<file path="src/common/fetch_config.svh">
`ifndef FETCH_CONFIG_SVH
`define FETCH_CONFIG_SVH

// entries in the fetch queue, power of two
`define FETCH_QUEUE_DEPTH 8

`define FETCH_RESET_PC 32'h0000_0000
`define FETCH_IID_BITS 8

// 64 counters, indexed by pc[7:2]
`define BP_INDEX_BITS 6

`define OPCODE_JAL 7'b1101111
`define OPCODE_BRANCH 7'b1100011

`endif
</file>
<file path="src/common/fetch_pkg.sv">
`include "fetch_config.svh"

package fetch_pkg;

    typedef logic [31:0] addr_t;
    typedef logic [31:0] inst_t;

    // wraps around, only ordering matters downstream
    typedef logic [`FETCH_IID_BITS-1:0] iid_t;

    typedef struct packed {
        addr_t addr;
        inst_t inst;
        iid_t  inst_id;
    } fetch_entry_t;

    typedef struct packed {
        logic  valid;
        addr_t addr;
    } redirect_t;

    typedef struct packed {
        logic  valid;
        addr_t pc;
        logic  taken;
    } br_update_t;

    typedef struct packed {
        logic  is_jal;
        logic  is_branch;
        addr_t jal_target;
        addr_t br_target;
        addr_t seq_pc;
    } decode_info_t;

endpackage

</file>
<file path="src/hw/fetch_top.sv">
`timescale 1ns/100ps
`include "fetch_config.svh"

module fetch_top (
    input  logic                      clk,
    input  logic                      rst,
    output logic                      mem_req_valid,
    output fetch_pkg::addr_t          mem_req_addr,
    input  logic                      mem_req_ready,
    input  logic                      mem_resp_valid,
    input  fetch_pkg::inst_t          mem_resp_inst,
    output logic                      out_valid,
    output fetch_pkg::fetch_entry_t   out_entry,
    input  logic                      out_ready,
    input  fetch_pkg::redirect_t      redirect,
    input  fetch_pkg::br_update_t     br_update
);

    fetch_pkg::addr_t        resp_pc;
    fetch_pkg::inst_t        resp_inst;
    fetch_pkg::decode_info_t decode;
    logic                    predict_taken;
    logic                    q_write;
    logic                    q_kill;
    fetch_pkg::fetch_entry_t q_entry;

    logic [$clog2(`FETCH_QUEUE_DEPTH + 1)-1:0] queue_count;

    fetch_ctrl i_ctrl (
        .clk            (clk),
        .rst            (rst),
        .mem_req_ready  (mem_req_ready),
        .mem_resp_valid (mem_resp_valid),
        .mem_resp_inst  (mem_resp_inst),
        .redirect       (redirect),
        .decode         (decode),
        .predict_taken  (predict_taken),
        .queue_count    (queue_count),
        .mem_req_valid  (mem_req_valid),
        .mem_req_addr   (mem_req_addr),
        .resp_pc        (resp_pc),
        .resp_inst      (resp_inst),
        .q_write        (q_write),
        .q_entry        (q_entry),
        .q_kill         (q_kill)
    );

    pre_decoder i_predec (
        .pc   (resp_pc),
        .inst (resp_inst),
        .info (decode)
    );

    // looked up with the pc of the returning fetch
    bimodal_predictor i_bp (
        .clk           (clk),
        .rst           (rst),
        .lookup_pc     (resp_pc),
        .update        (br_update),
        .predict_taken (predict_taken)
    );

    sync_queue #(
        .DEPTH (`FETCH_QUEUE_DEPTH)
    ) i_queue (
        .clk        (clk),
        .rst        (rst),
        .kill       (q_kill),
        .write      (q_write),
        .wdata      (q_entry),
        .read_ready (out_ready),
        .read_valid (out_valid),
        .rdata      (out_entry),
        .count      (queue_count)
    );

endmodule

</file>
<file path="src/fetch/fetch_ctrl.sv">
`timescale 1ns/100ps
`include "fetch_config.svh"

module fetch_ctrl (
    input  logic                                        clk,
    input  logic                                        rst,
    input  logic                                        mem_req_ready,
    input  logic                                        mem_resp_valid,
    input  fetch_pkg::inst_t                            mem_resp_inst,
    input  fetch_pkg::redirect_t                        redirect,
    input  fetch_pkg::decode_info_t                     decode,
    input  logic                                        predict_taken,
    input  logic [$clog2(`FETCH_QUEUE_DEPTH + 1)-1:0]   queue_count,
    output logic                                        mem_req_valid,
    output fetch_pkg::addr_t                            mem_req_addr,
    output fetch_pkg::addr_t                            resp_pc,
    output fetch_pkg::inst_t                            resp_inst,
    output logic                                        q_write,
    output fetch_pkg::fetch_entry_t                     q_entry,
    output logic                                        q_kill
);

    localparam int count_bits = $clog2(`FETCH_QUEUE_DEPTH + 1);

    logic             running;
    logic             outstanding;
    logic             discard;
    fetch_pkg::addr_t req_pc;
    fetch_pkg::addr_t pend_pc;
    fetch_pkg::iid_t  iid;

    logic                  resp_fire;
    logic                  req_fire;
    logic                  room;
    logic [count_bits-1:0] occ_after;
    fetch_pkg::addr_t      next_addr;

    assign resp_fire = outstanding && mem_resp_valid;

    // redirect wins over a response in the same cycle
    assign q_write = resp_fire && !discard && !redirect.valid;
    assign q_kill  = redirect.valid;

    assign q_entry.addr    = req_pc;
    assign q_entry.inst    = mem_resp_inst;
    assign q_entry.inst_id = iid;

    assign resp_pc   = req_pc;
    assign resp_inst = mem_resp_inst;

    always_comb begin
        if (decode.is_jal) begin
            next_addr = decode.jal_target;
        end else if (decode.is_branch && predict_taken) begin
            next_addr = decode.br_target;
        end else begin
            next_addr = decode.seq_pc;
        end
    end

    // room left once this cycle's entry is in
    assign occ_after = queue_count + count_bits'(q_write);
    assign room      = (occ_after < count_bits'(`FETCH_QUEUE_DEPTH));

    assign mem_req_valid = running && (!outstanding || q_write) && room && !redirect.valid;
    assign mem_req_addr  = q_write ? next_addr : pend_pc;
    assign req_fire      = mem_req_valid && mem_req_ready;

    always_ff @(posedge clk) begin
        if (rst) begin
            running     <= 1'b0;
            outstanding <= 1'b0;
            discard     <= 1'b0;
            pend_pc     <= `FETCH_RESET_PC;
            iid         <= '0;
        end else begin
            running <= 1'b1;
            if (redirect.valid) begin
                // a response still on its way gets dropped
                pend_pc     <= redirect.addr;
                outstanding <= outstanding && !mem_resp_valid;
                discard     <= outstanding && !mem_resp_valid;
            end else if (resp_fire && discard) begin
                outstanding <= 1'b0;
                discard     <= 1'b0;
            end else begin
                if (q_write) begin
                    pend_pc     <= next_addr;
                    iid         <= iid + 1'b1;
                    outstanding <= 1'b0;
                end
                if (req_fire) begin
                    outstanding <= 1'b1;
                end
            end
        end
    end

    always_ff @(posedge clk) begin
        if (req_fire) begin
            req_pc <= mem_req_addr;
        end
    end

    // single outstanding request, the next one waits for a response
    a_one_outstanding: assert property (
        @(posedge clk) disable iff (rst)
        req_fire |=> !mem_req_valid until mem_resp_valid
    ) else $error("fetch_ctrl: second request before response");

    a_no_write_full: assert property (
        @(posedge clk) disable iff (rst)
        q_write |-> (queue_count < count_bits'(`FETCH_QUEUE_DEPTH))
    ) else $error("fetch_ctrl: entry written into a full queue");

endmodule

</file>
<file path="src/fetch/pre_decoder.sv">
`timescale 1ns/100ps
`include "fetch_config.svh"

module pre_decoder (
    input  fetch_pkg::addr_t          pc,
    input  fetch_pkg::inst_t          inst,
    output fetch_pkg::decode_info_t   info
);

    logic [6:0]  opcode;
    logic [20:0] imm_j;
    logic [12:0] imm_b;
    logic [31:0] imm_j_sext;
    logic [31:0] imm_b_sext;

    assign opcode = inst[6:0];

    // J-type immediate, bit 0 is always zero
    assign imm_j = {inst[31], inst[19:12], inst[20], inst[30:21], 1'b0};

    // B-type immediate
    assign imm_b = {inst[31], inst[7], inst[30:25], inst[11:8], 1'b0};

    assign imm_j_sext = {{11{imm_j[20]}}, imm_j};
    assign imm_b_sext = {{19{imm_b[12]}}, imm_b};

    assign info.is_jal     = (opcode == `OPCODE_JAL);
    assign info.is_branch  = (opcode == `OPCODE_BRANCH);
    assign info.jal_target = pc + imm_j_sext;
    assign info.br_target  = pc + imm_b_sext;
    assign info.seq_pc     = pc + 32'd4;

endmodule

</file>
<file path="src/hw/bimodal_predictor.sv">
`timescale 1ns/100ps
`include "fetch_config.svh"

module bimodal_predictor (
    input  logic                    clk,
    input  logic                    rst,
    input  fetch_pkg::addr_t        lookup_pc,
    input  fetch_pkg::br_update_t   update,
    output logic                    predict_taken
);

    localparam int entries = 1 << `BP_INDEX_BITS;

    logic [1:0] ctr [entries];

    logic [`BP_INDEX_BITS-1:0] lookup_idx;
    logic [`BP_INDEX_BITS-1:0] update_idx;
    logic [1:0]                upd_ctr;

    // word-aligned pcs, so skip the low two bits
    assign lookup_idx = lookup_pc[`BP_INDEX_BITS+1:2];
    assign update_idx = update.pc[`BP_INDEX_BITS+1:2];
    assign upd_ctr    = ctr[update_idx];

    // old counter value, a same-cycle update lands next cycle
    assign predict_taken = ctr[lookup_idx][1];

    always_ff @(posedge clk) begin
        if (rst) begin
            // weakly not taken
            for (int i = 0; i < entries; i++) begin
                ctr[i] <= 2'b01;
            end
        end else if (update.valid) begin
            if (update.taken) begin
                if (upd_ctr != 2'b11) begin
                    ctr[update_idx] <= upd_ctr + 2'b01;
                end
            end else begin
                if (upd_ctr != 2'b00) begin
                    ctr[update_idx] <= upd_ctr - 2'b01;
                end
            end
        end
    end

    // two taken updates in a row to one index always leave it predicting taken
    a_train_taken: assert property (
        @(posedge clk) disable iff (rst)
        (update.valid && update.taken)
            ##1 (update.valid && update.taken && $stable(update_idx))
            |=> ctr[$past(update_idx)][1]
    ) else $error("bimodal_predictor: counter failed to saturate upward");

endmodule

</file>
<file path="src/hw/sync_queue.sv">
`timescale 1ns/100ps

module sync_queue #(
    parameter int DEPTH = 8
) (
    input  logic                           clk,
    input  logic                           rst,
    input  logic                           kill,
    input  logic                           write,
    input  fetch_pkg::fetch_entry_t        wdata,
    input  logic                           read_ready,
    output logic                           read_valid,
    output fetch_pkg::fetch_entry_t        rdata,
    output logic [$clog2(DEPTH + 1)-1:0]   count
);

    localparam int ptr_bits = $clog2(DEPTH);
    localparam int count_bits = $clog2(DEPTH + 1);

    fetch_pkg::fetch_entry_t mem [DEPTH];

    logic [ptr_bits-1:0] wptr;
    logic [ptr_bits-1:0] rptr;
    logic                do_read;

    assign read_valid = (count != '0);
    assign do_read    = read_valid && read_ready;

    // head entry straight from the array, so a write shows up one cycle later
    assign rdata = mem[rptr];

    always_ff @(posedge clk) begin
        if (write) begin
            mem[wptr] <= wdata;
        end
    end

    always_ff @(posedge clk) begin
        if (rst || kill) begin
            wptr  <= '0;
            rptr  <= '0;
            count <= '0;
        end else begin
            // pointers wrap on their own since DEPTH is a power of two
            if (write) begin
                wptr <= wptr + 1'b1;
            end
            if (do_read) begin
                rptr <= rptr + 1'b1;
            end
            count <= count + count_bits'(write) - count_bits'(do_read);
        end
    end

    // the fetch side must hold off before the buffer fills
    a_no_write_full: assert property (
        @(posedge clk) disable iff (rst)
        write |-> (count < count_bits'(DEPTH))
    ) else $error("sync_queue: write while full");

endmodule

</file>
<file path="config.mk">
export PLATFORM = sky130hd
export DESIGN_NAME = fetch_top
export DESIGN_NICKNAME = d
export VERILOG_FILES = /design/src/common/fetch_pkg.sv /design/src/hw/fetch_top.sv /design/src/fetch/fetch_ctrl.sv /design/src/fetch/pre_decoder.sv /design/src/hw/bimodal_predictor.sv /design/src/hw/sync_queue.sv
export VERILOG_INCLUDE_DIRS = /design/src /design/src/common
export SDC_FILE = /design/constraint.sdc
export NUM_CORES = 1
export LEC_CHECK = 0
export BUFFER_PORTS_ARGS = -buffer_cell sky130_fd_sc_hd__clkbuf_2
export CORE_ASPECT_RATIO = 1.4
export CORE_UTILIZATION = 38
export CTS_BUF_LIST = sky130_fd_sc_hd__clkbuf_16
export DETAILED_ROUTE_END_ITERATION = 7
export SLEW_MARGIN = 20
export SYNTH_ARGS = -nofsm -noshare
export SYNTH_HDL_FRONTEND = slang
export SYNTH_SLANG_ARGS = --single-unit
</file>
<file path="constraint.sdc">
create_clock -name clk -period 13.5 [get_ports clk]
set_input_delay 2.025 -clock clk [delete_from_list [all_inputs] [get_ports clk]]
set_output_delay 2.025 -clock clk [all_outputs]
set_load 0.01 [all_outputs]
</file>
; Word level (Yosys, flattened, before mapping)
; Memory sizes are Yosys's and may differ from the RTL's. A register that Yosys moved wholly into a read port is not among the register bits.
; Index checks and enable logic that the tools add are counted.
[word_totals]
register_bits = 85
latch_bits = 0
ram_bits = 704
romBits = 0
output_inout_bits = 106
memories = 2
[mem_list]
columns = memory, words, word_bits, rd, rd_ports_with_merged_regs, write_ports, line_no
row1 = i_queue.mem, 8, 72, 1, 1, 1, sync_queue.sv:20  ; fetch_pkg::fetch_entry_t mem [DEPTH];
row2 = i_bp.ctr, 64, 2, 2, 1, 64, bimodal_predictor.sv:14  ; logic [1:0] ctr [entries];
[op_classes]
addsub = 10
n_mul = 0
div_mod_pow = 0
magnitude_cmp = 1
n_eq_ne = 4
n_shift = 0
n_mux = 33
bitwise = 3
reduce_logical = 23
[op_table]
columns = operator, n
row1 = 2-to-1 mux 32 bit, 5
row2 = adder 32 bit, 2
row3 = adder 32 x 3 -> 32 bit (second input constant), 1
row4 = 2-to-1 mux 1 bit, 22
row5 = equality test 7 bit (second input constant), 2
row6 = 2-to-1 mux 6 bit, 2
row7 = logical AND 1 bit, 11
row8 = adder 8 x 1 -> 8 bit (second input constant), 1
row9 = nonzero test 4 bit, 2
row10 = adder 3 x 1 -> 3 bit (second input constant), 2
row11 = 2-to-1 mux 3 bit, 2
row12 = adder 4 x 1 -> 4 bit, 1
row13 = logical NOT 1 bit, 4
row14 = < comparator 4 bit (second input constant), 1
row15 = 2-to-1 mux 2 bit, 2
row16 = != test 2 bit (second input constant), 2
row17 = nonzero test 2 bit, 2
row18 = subtractor 4 x 1 -> 4 bit, 1
row19 = AND reduction 3 bit, 1
row20 = adder 2 x 1 -> 2 bit (second input constant), 1
row21 = logical OR 1 bit, 2
row22 = inverter 1 bit, 2
row23 = OR reduction 2 bit, 1
row24 = subtractor 2 x 1 -> 2 bit (second input constant), 1
row25 = bitwise OR 1 bit, 1

; Depth between registers and ports, before layout
[depth]
word_depth = 11
mapped_depth = 14
depth_no_buf = 12

; By module
; Synthesis repeated with hierarchy kept, for this count alone.
[unflattened]
hier_cells = 2782
hier_area_um2 = 39409.0
[modules_own_cells]
columns = module, instances, cells_per_inst, area_per_inst_um2
row1 = sync_queue, 1, 902, 22524.1
row2 = bimodal_predictor, 1, 855, 8421.8
row3 = fetch_ctrl, 1, 550, 5163.7
row4 = pre_decoder, 1, 475, 3299.4

; Least setup slack after synthesis
; No wires, ideal clock.
[synth_path]
path_type = input to register
from = input port redirect[32] (netlist name)
to = memory i_queue.mem[0][0] (netlist name), enable pin
setup_time_ns = 0.679
arrival_ns = 9.614
slack_ns = 3.206
path_stages = 5
path_buffers = 2
cell_sequence = nor2_1 nand3_1 clkbuf_1 buf_1 nor4_1
[synth_between]
elab_chain_len = 4
[synth_lines]
columns = element, line_no
row1 = from (decl), fetch_top.sv:15  ; input fetch_pkg::redirect_t redirect,
row2 = logical NOT 1 bit, fetch_ctrl.sv:41  ; assign q_write = resp_fire && !discard && !redirect.valid;
row3 = logical AND 1 bit, fetch_ctrl.sv:41
row4 = 2-to-1 mux 1 bit, sync_queue.sv:33  ; if (write) begin
row5 = 2-to-1 mux 1 bit (not written as such), sync_queue.sv:34  ; mem[wptr] <= wdata;
row6 = to (decl), sync_queue.sv:20
; Every way passes these cells.

; Worst setup path after layout
[layout_path]
from = input port mem_resp_inst[31]
to = output port mem_req_addr[31]
[layout_between]
elab_chain_len = 4
elab_cells_between_ends = 5
cone_classes = add/sub (2) / mux (3)
[layout_lines]
columns = element, line_no
row1 = from (decl), fetch_top.sv:11  ; input fetch_pkg::inst_t mem_resp_inst,
row2 = adder 32 bit, pre_decoder.sv:30  ; assign info.br_target = pc + imm_b_sext;
row3 = 2-to-1 mux 32 bit, fetch_ctrl.sv:54  ; end else if (decode.is_branch && predict_taken) begin
row4 = 2-to-1 mux 32 bit (*), fetch_ctrl.sv:52  ; if (decode.is_jal) begin
row5 = 2-to-1 mux 32 bit (*), fetch_ctrl.sv:66  ; assign mem_req_addr = q_write ? next_addr : pend_pc;
row6 = to (decl), fetch_top.sv:8  ; output fetch_pkg::addr_t mem_req_addr,
; Mark *: on every way between the ends. The rest lies on a longest branch, timed or not.

==> flow_results.org <==
** Clock network
- # resized after CTS :: 0
- In this run the number of H-tree levels came out at 3.
- Once the clock tree was built, the setup fixing pass inserted 0 buffers.
- CTS Hold Bufs :: 0
- Buffer cell driving the clock tree root :: sky130_fd_sc_hd__clkbuf_16
- TritonCTS built the clock tree.
- After clock tree synthesis, the clock-pin slew on the worst setup and hold paths is 0.06 ns.
- # clock sinks :: 798
- Counting along the longest clock path gives a buffer depth of 3.
- Cts bufs inserted :: 80
- Worst-skew pair later-pin latency :: 0.66 ns

** GRT
- The number of antenna violations at the first check in global routing was 5.
- In the global route stage, met2 resource usage came out at 0.342.
- The first global-routing pass estimated 146000 µm of wire.
- Met3 routing resource usage after global routing :: 0.0452
- The number of global-route vias before repair was 22584.
- For met1 alone, demand over resource in global routing was 0.258.
- Overall track demand over capacity in global routing :: 0.204
- Grt ovf :: 0
- Entering global routing, the biggest net connects 62 pins.
- GRT busiest layer :: met2

** Place
- IO buf count :: between 150 and 200
- Estimated wirelength of the detail-placed design :: 63100 µm
- Final weighted congestion of routability-driven global placement :: 0.911

** Timing
- Final worst-path cycle share :: 0.580
- Worst Tran Pin Value :: 1.09 ns
- The number of hold violations in the final report came to 0.
- Hold timing on the final database bottoms out at a slack of 0.495 ns.
- Final-layout setup total negative slack :: 0 ns
- Final number of setup-violating endpoints :: 0
- Fin. max-slew vios :: 0
- Setup Skew :: slightly above 0.03 ns
- Time the worst path needs with I/O delays and setup :: 7.83 ns
- Maximum frequency from static timing analysis :: roughly 130 MHz
- Unrepaired setup endpoints after global routing :: no
- Max transition margin :: 0.270

** Yosys
- The share of synthesized area in the top cell type comes to 0.608.
- When the netlist entered floorplanning its net count stood at 2558.
- Combinational family with the most area after synthesis :: multiplexers
- Top cells by area, synth :: sky130_fd_sc_hd__edfxtp_1, sky130_fd_sc_hd__mux4_2, sky130_fd_sc_hd__dfxtp_1, sky130_fd_sc_hd__mux2_2, sky130_fd_sc_hd__nand2_1
- Of the total synthesized cell area, the portion taken by AND, OR, NAND and NOR gates is 0.0809.
- In this run, synthesis inferred 736 flip-flops with an integrated enable.
- The compound-gate portion of the synthesized area is 0.0754.
- Part of the Yosys area used for sequential elements :: 0.642
- Synthesis handed over a netlist of 2401 instances.
- Of the total synthesized cell area, the portion taken by XOR and XNOR cells is 0.0190.
- Share of synthesized registers carrying an async set or reset :: 0
- For this run, the leading register cell type out of synthesis is sky130_fd_sc_hd__edfxtp_1.
- Library cell with the largest summed area after synthesis :: sky130_fd_sc_hd__edfxtp_1
- Cell area after synthesis :: around 36000 µm²
- Register bit count reported by yosys :: 798
- Adder and majority gate portion of the synthesized area :: 0.0186
- Measured against the total synthesized area, the mux share comes to 0.144.
- A synthesized cell averages 15.2 µm².
- The Yosys step of the flow raised 0 warnings.
- Distinct cell type count after synthesis :: 79

** Die
- The die covers 97000 µm².
- After floorplanning, the core was sized to cover around 94000 µm².
- The initial utilization of the core area, before any placement, comes to 0.386.
- In this run the horizontal extent of the chip is 264 µm.
- Row generation in the floorplan step produced ~130 rows.
- Pin placement for this block handled 210 I/O pins.
- The die is 368 µm tall.

** Power and ir drop
- Max IR drop VDD :: 0.0962 mV
- Dividing total power by cell area gives a power density of 128 nW/µm².
- Leak Pwr :: 13.9 nW
- Total power for the finished layout comes to roughly 5.3 mW.

** Routing
- Dividing the detail-routed via count by the number of cells gives 5.74.
- Routed length per instance :: around 26 µm
- The detail route stage leaves a number of antenna-violating nets equal to 0.
- DR iter-0 viols :: around 1900
- Summed over all layers, the routed wires come to 98900 µm.
- Vias after detailed routing :: 21978
- The first detailed-routing pass ran for 7 iterations.
- For this run, design rule violations remaining after detail routing come to 0.

** Min path
- Class of the most critical hold timing path :: reg -> reg

** Setup path
- Along the worst path, the maximum fanout reaches 28.
- Data on the critical path is required at its endpoint by 11.48 ns.
- Startpoint types :: input pin
- Crit path kind :: in -> out
- Worst Setup End Kind :: output port
- At the worst endpoint, the arrival time is roughly 5.8 ns.

** Cells and area
- Of the cells placed in the final design, the portion with a size suffix greater than 1 is 0.244.
- After filler insertion, the fill cell instance count of the layout stands at ~8300.
- After the last flow step, the layout net total stands at between 2000 and 3000.
- Growth of design area from synthesis to finish :: 13.1%

** Job
- Across the run, the number of max-cap violations was 0.

** Status
- The flow ran to the end, and the final reports show no timing, DRC or antenna violations.
==> per-layer routing <==
metal  share of wire  wire length [µm]  vias up
met1            0.41             40200    11335
met3           0.073              7250      172
li1                -                 -     9705
met4           0.029              2880        4
met2            0.49             48500      762
met5         0.00025                25        -
==> power by group <==
part | switching (mW) | total, mW | internal, mW
logic | 0.211 | 0.323 | 0.112
registers | 0.0206 | 2.73 | 2.71
clock network | 0.960 | 2.22 | 1.26
total | 1.19 | 5.27 | 4.08
==> cell usage in the layout (no fill, tap or decap), drive strengths merged, types with 31 or more instances in the layout <==
| cell | Yosys | routed |
|---|---|---|
| nand2 | 199 | 199 |
| xnor2 | 33 | 33 |
| edfxtp | 736 | 736 |
| buf | 58 | 40 |
| a21oi | 96 | 96 |
| dfxtp | 62 | 62 |
| inv | 20 | 42 |
| clkinv | 1 | 31 |
| mux2i | 33 | 33 |
| clkbuf | 99 | 263 |
| nor2 | 183 | 183 |
| nand3 | 33 | 33 |
| ha | 51 | 51 |
| mux4 | 177 | 177 |
| mux2 | 81 | 81 |
| nand2b | 31 | 31 |
| xor2 | 46 | 46 |
| a21o | 90 | 90 |
| o21ai | 73 | 73 |
==> cells in the mapped netlist, types with 9 or more instances <==
library cell               count
sky130_fd_sc_hd__inv_1        20
sky130_fd_sc_hd__dfxtp_1      62
sky130_fd_sc_hd__nand3_1      33
sky130_fd_sc_hd__and3_1       22
sky130_fd_sc_hd__o22ai_1       9
sky130_fd_sc_hd__nor3_1       30
sky130_fd_sc_hd__and4_1       13
sky130_fd_sc_hd__edfxtp_1    736
sky130_fd_sc_hd__o21ai_0      71
sky130_fd_sc_hd__o21a_1       17
sky130_fd_sc_hd__o211ai_1     10
sky130_fd_sc_hd__nand4_1      20
sky130_fd_sc_hd__mux4_2      177
sky130_fd_sc_hd__mux2_2       81
sky130_fd_sc_hd__xnor2_1      33
sky130_fd_sc_hd__nor2_1      175
sky130_fd_sc_hd__mux2i_1      33
sky130_fd_sc_hd__xor2_1       46
sky130_fd_sc_hd__ha_1         51
sky130_fd_sc_hd__buf_2        26
sky130_fd_sc_hd__nand2b_1     31
sky130_fd_sc_hd__a21o_1       90
sky130_fd_sc_hd__a21oi_1      95
sky130_fd_sc_hd__buf_4        10
sky130_fd_sc_hd__nand2_1     190
sky130_fd_sc_hd__a31oi_1      19
sky130_fd_sc_hd__clkbuf_1     99
sky130_fd_sc_hd__buf_1        20
sky130_fd_sc_hd__a211oi_1     17
==> worst max-delay path: stages <==
cell	delay (ns)
sky130_fd_sc_hd__clkbuf_2	0.44
sky130_fd_sc_hd__ha_1	0.60
sky130_fd_sc_hd__nor2b_1	0.19
sky130_fd_sc_hd__o21ai_0	0.48
sky130_fd_sc_hd__o21bai_1	0.15
sky130_fd_sc_hd__a41oi_1	0.60
sky130_fd_sc_hd__o21ai_0	0.24
sky130_fd_sc_hd__xnor2_1	0.17
sky130_fd_sc_hd__a221oi_1	0.40
sky130_fd_sc_hd__o21ai_0	0.29
sky130_fd_sc_hd__clkbuf_2	0.20
==> path summary, 6_finish.rpt <==
kind,to,slack (ns),depth (start not counted),start
worst max-delay path,mem_req_addr[31],5.67,11,mem_resp_inst[31]
worst min-delay path,i_ctrl.pend_pc[16]$_SDFFE_PP0P_,0.49,2,i_ctrl.pend_pc[16]$_SDFFE_PP0P_
worst max register to register,i_bp.ctr[51][1]$_SDFFCE_PN0P_,9.09,9,i_bp.ctr[63][0]$_SDFFCE_PN1P_
worst min register to register,i_ctrl.pend_pc[16]$_SDFFE_PP0P_,0.49,2,i_ctrl.pend_pc[16]$_SDFFE_PP0P_
==> metrics by stage <==
stage | instance area (µm²) | util | std cells | worst slack [ns]
2_1_floorplan | 36400 | - | 2401 | 3.21
3_3_place_gp | 38500 | 0.408 | 3681 | 5.73
3_5_place_dp | 38500 | 0.408 | 3681 | 5.72
4_1_cts | 41100 | 0.436 | 3827 | 5.71
5_1_grt | 41100 | 0.436 | 3827 | 5.40
6_report | 41200 | 0.436 | 3830 | 5.67
==> cell type report <==
class                           instances  area [µm²]  share of cell area
Antenna cell                            3        7.51            0.000182
Sequential cell                       798       23400               0.568
Tap cell                             1215        1520              0.0369
Clock buffer                           81        2030              0.0493
Multi-Input combinational cell       1425       12300               0.300
Timing Repair Buffer                  222        1210              0.0294
Inverter                               21        78.8             0.00192
Clock inverter                         65         607              0.0147
==> kinds of logic (layout without fill, tap and decap cells) <==
logic type / Yosys count / in the layout
buffers and inverters: 178 / 389
flip-flops: 798 / 798
AND/OR/NAND/NOR: 589 / 589
AO/OA/AOI/OAI: 413 / 413
XOR/XNOR: 79 / 79
multiplexers: 291 / 291
adder cells (fa/ha/maj): 53 / 53
other: 0 / 3
==> flip-flops by register name, summed over array words and instances, names as in the netlist, named ones only <==
signal,flops
i_ctrl.iid,8
i_ctrl.running,1
i_ctrl.pend_pc,32
i_queue.count,4
i_queue.mem,576
i_bp.ctr,128
i_queue.rptr,3
i_ctrl.outstanding,1
i_ctrl.resp_pc,32
i_queue.wptr,3
i_ctrl.discard,1
(Power assumes the default switching activity.)
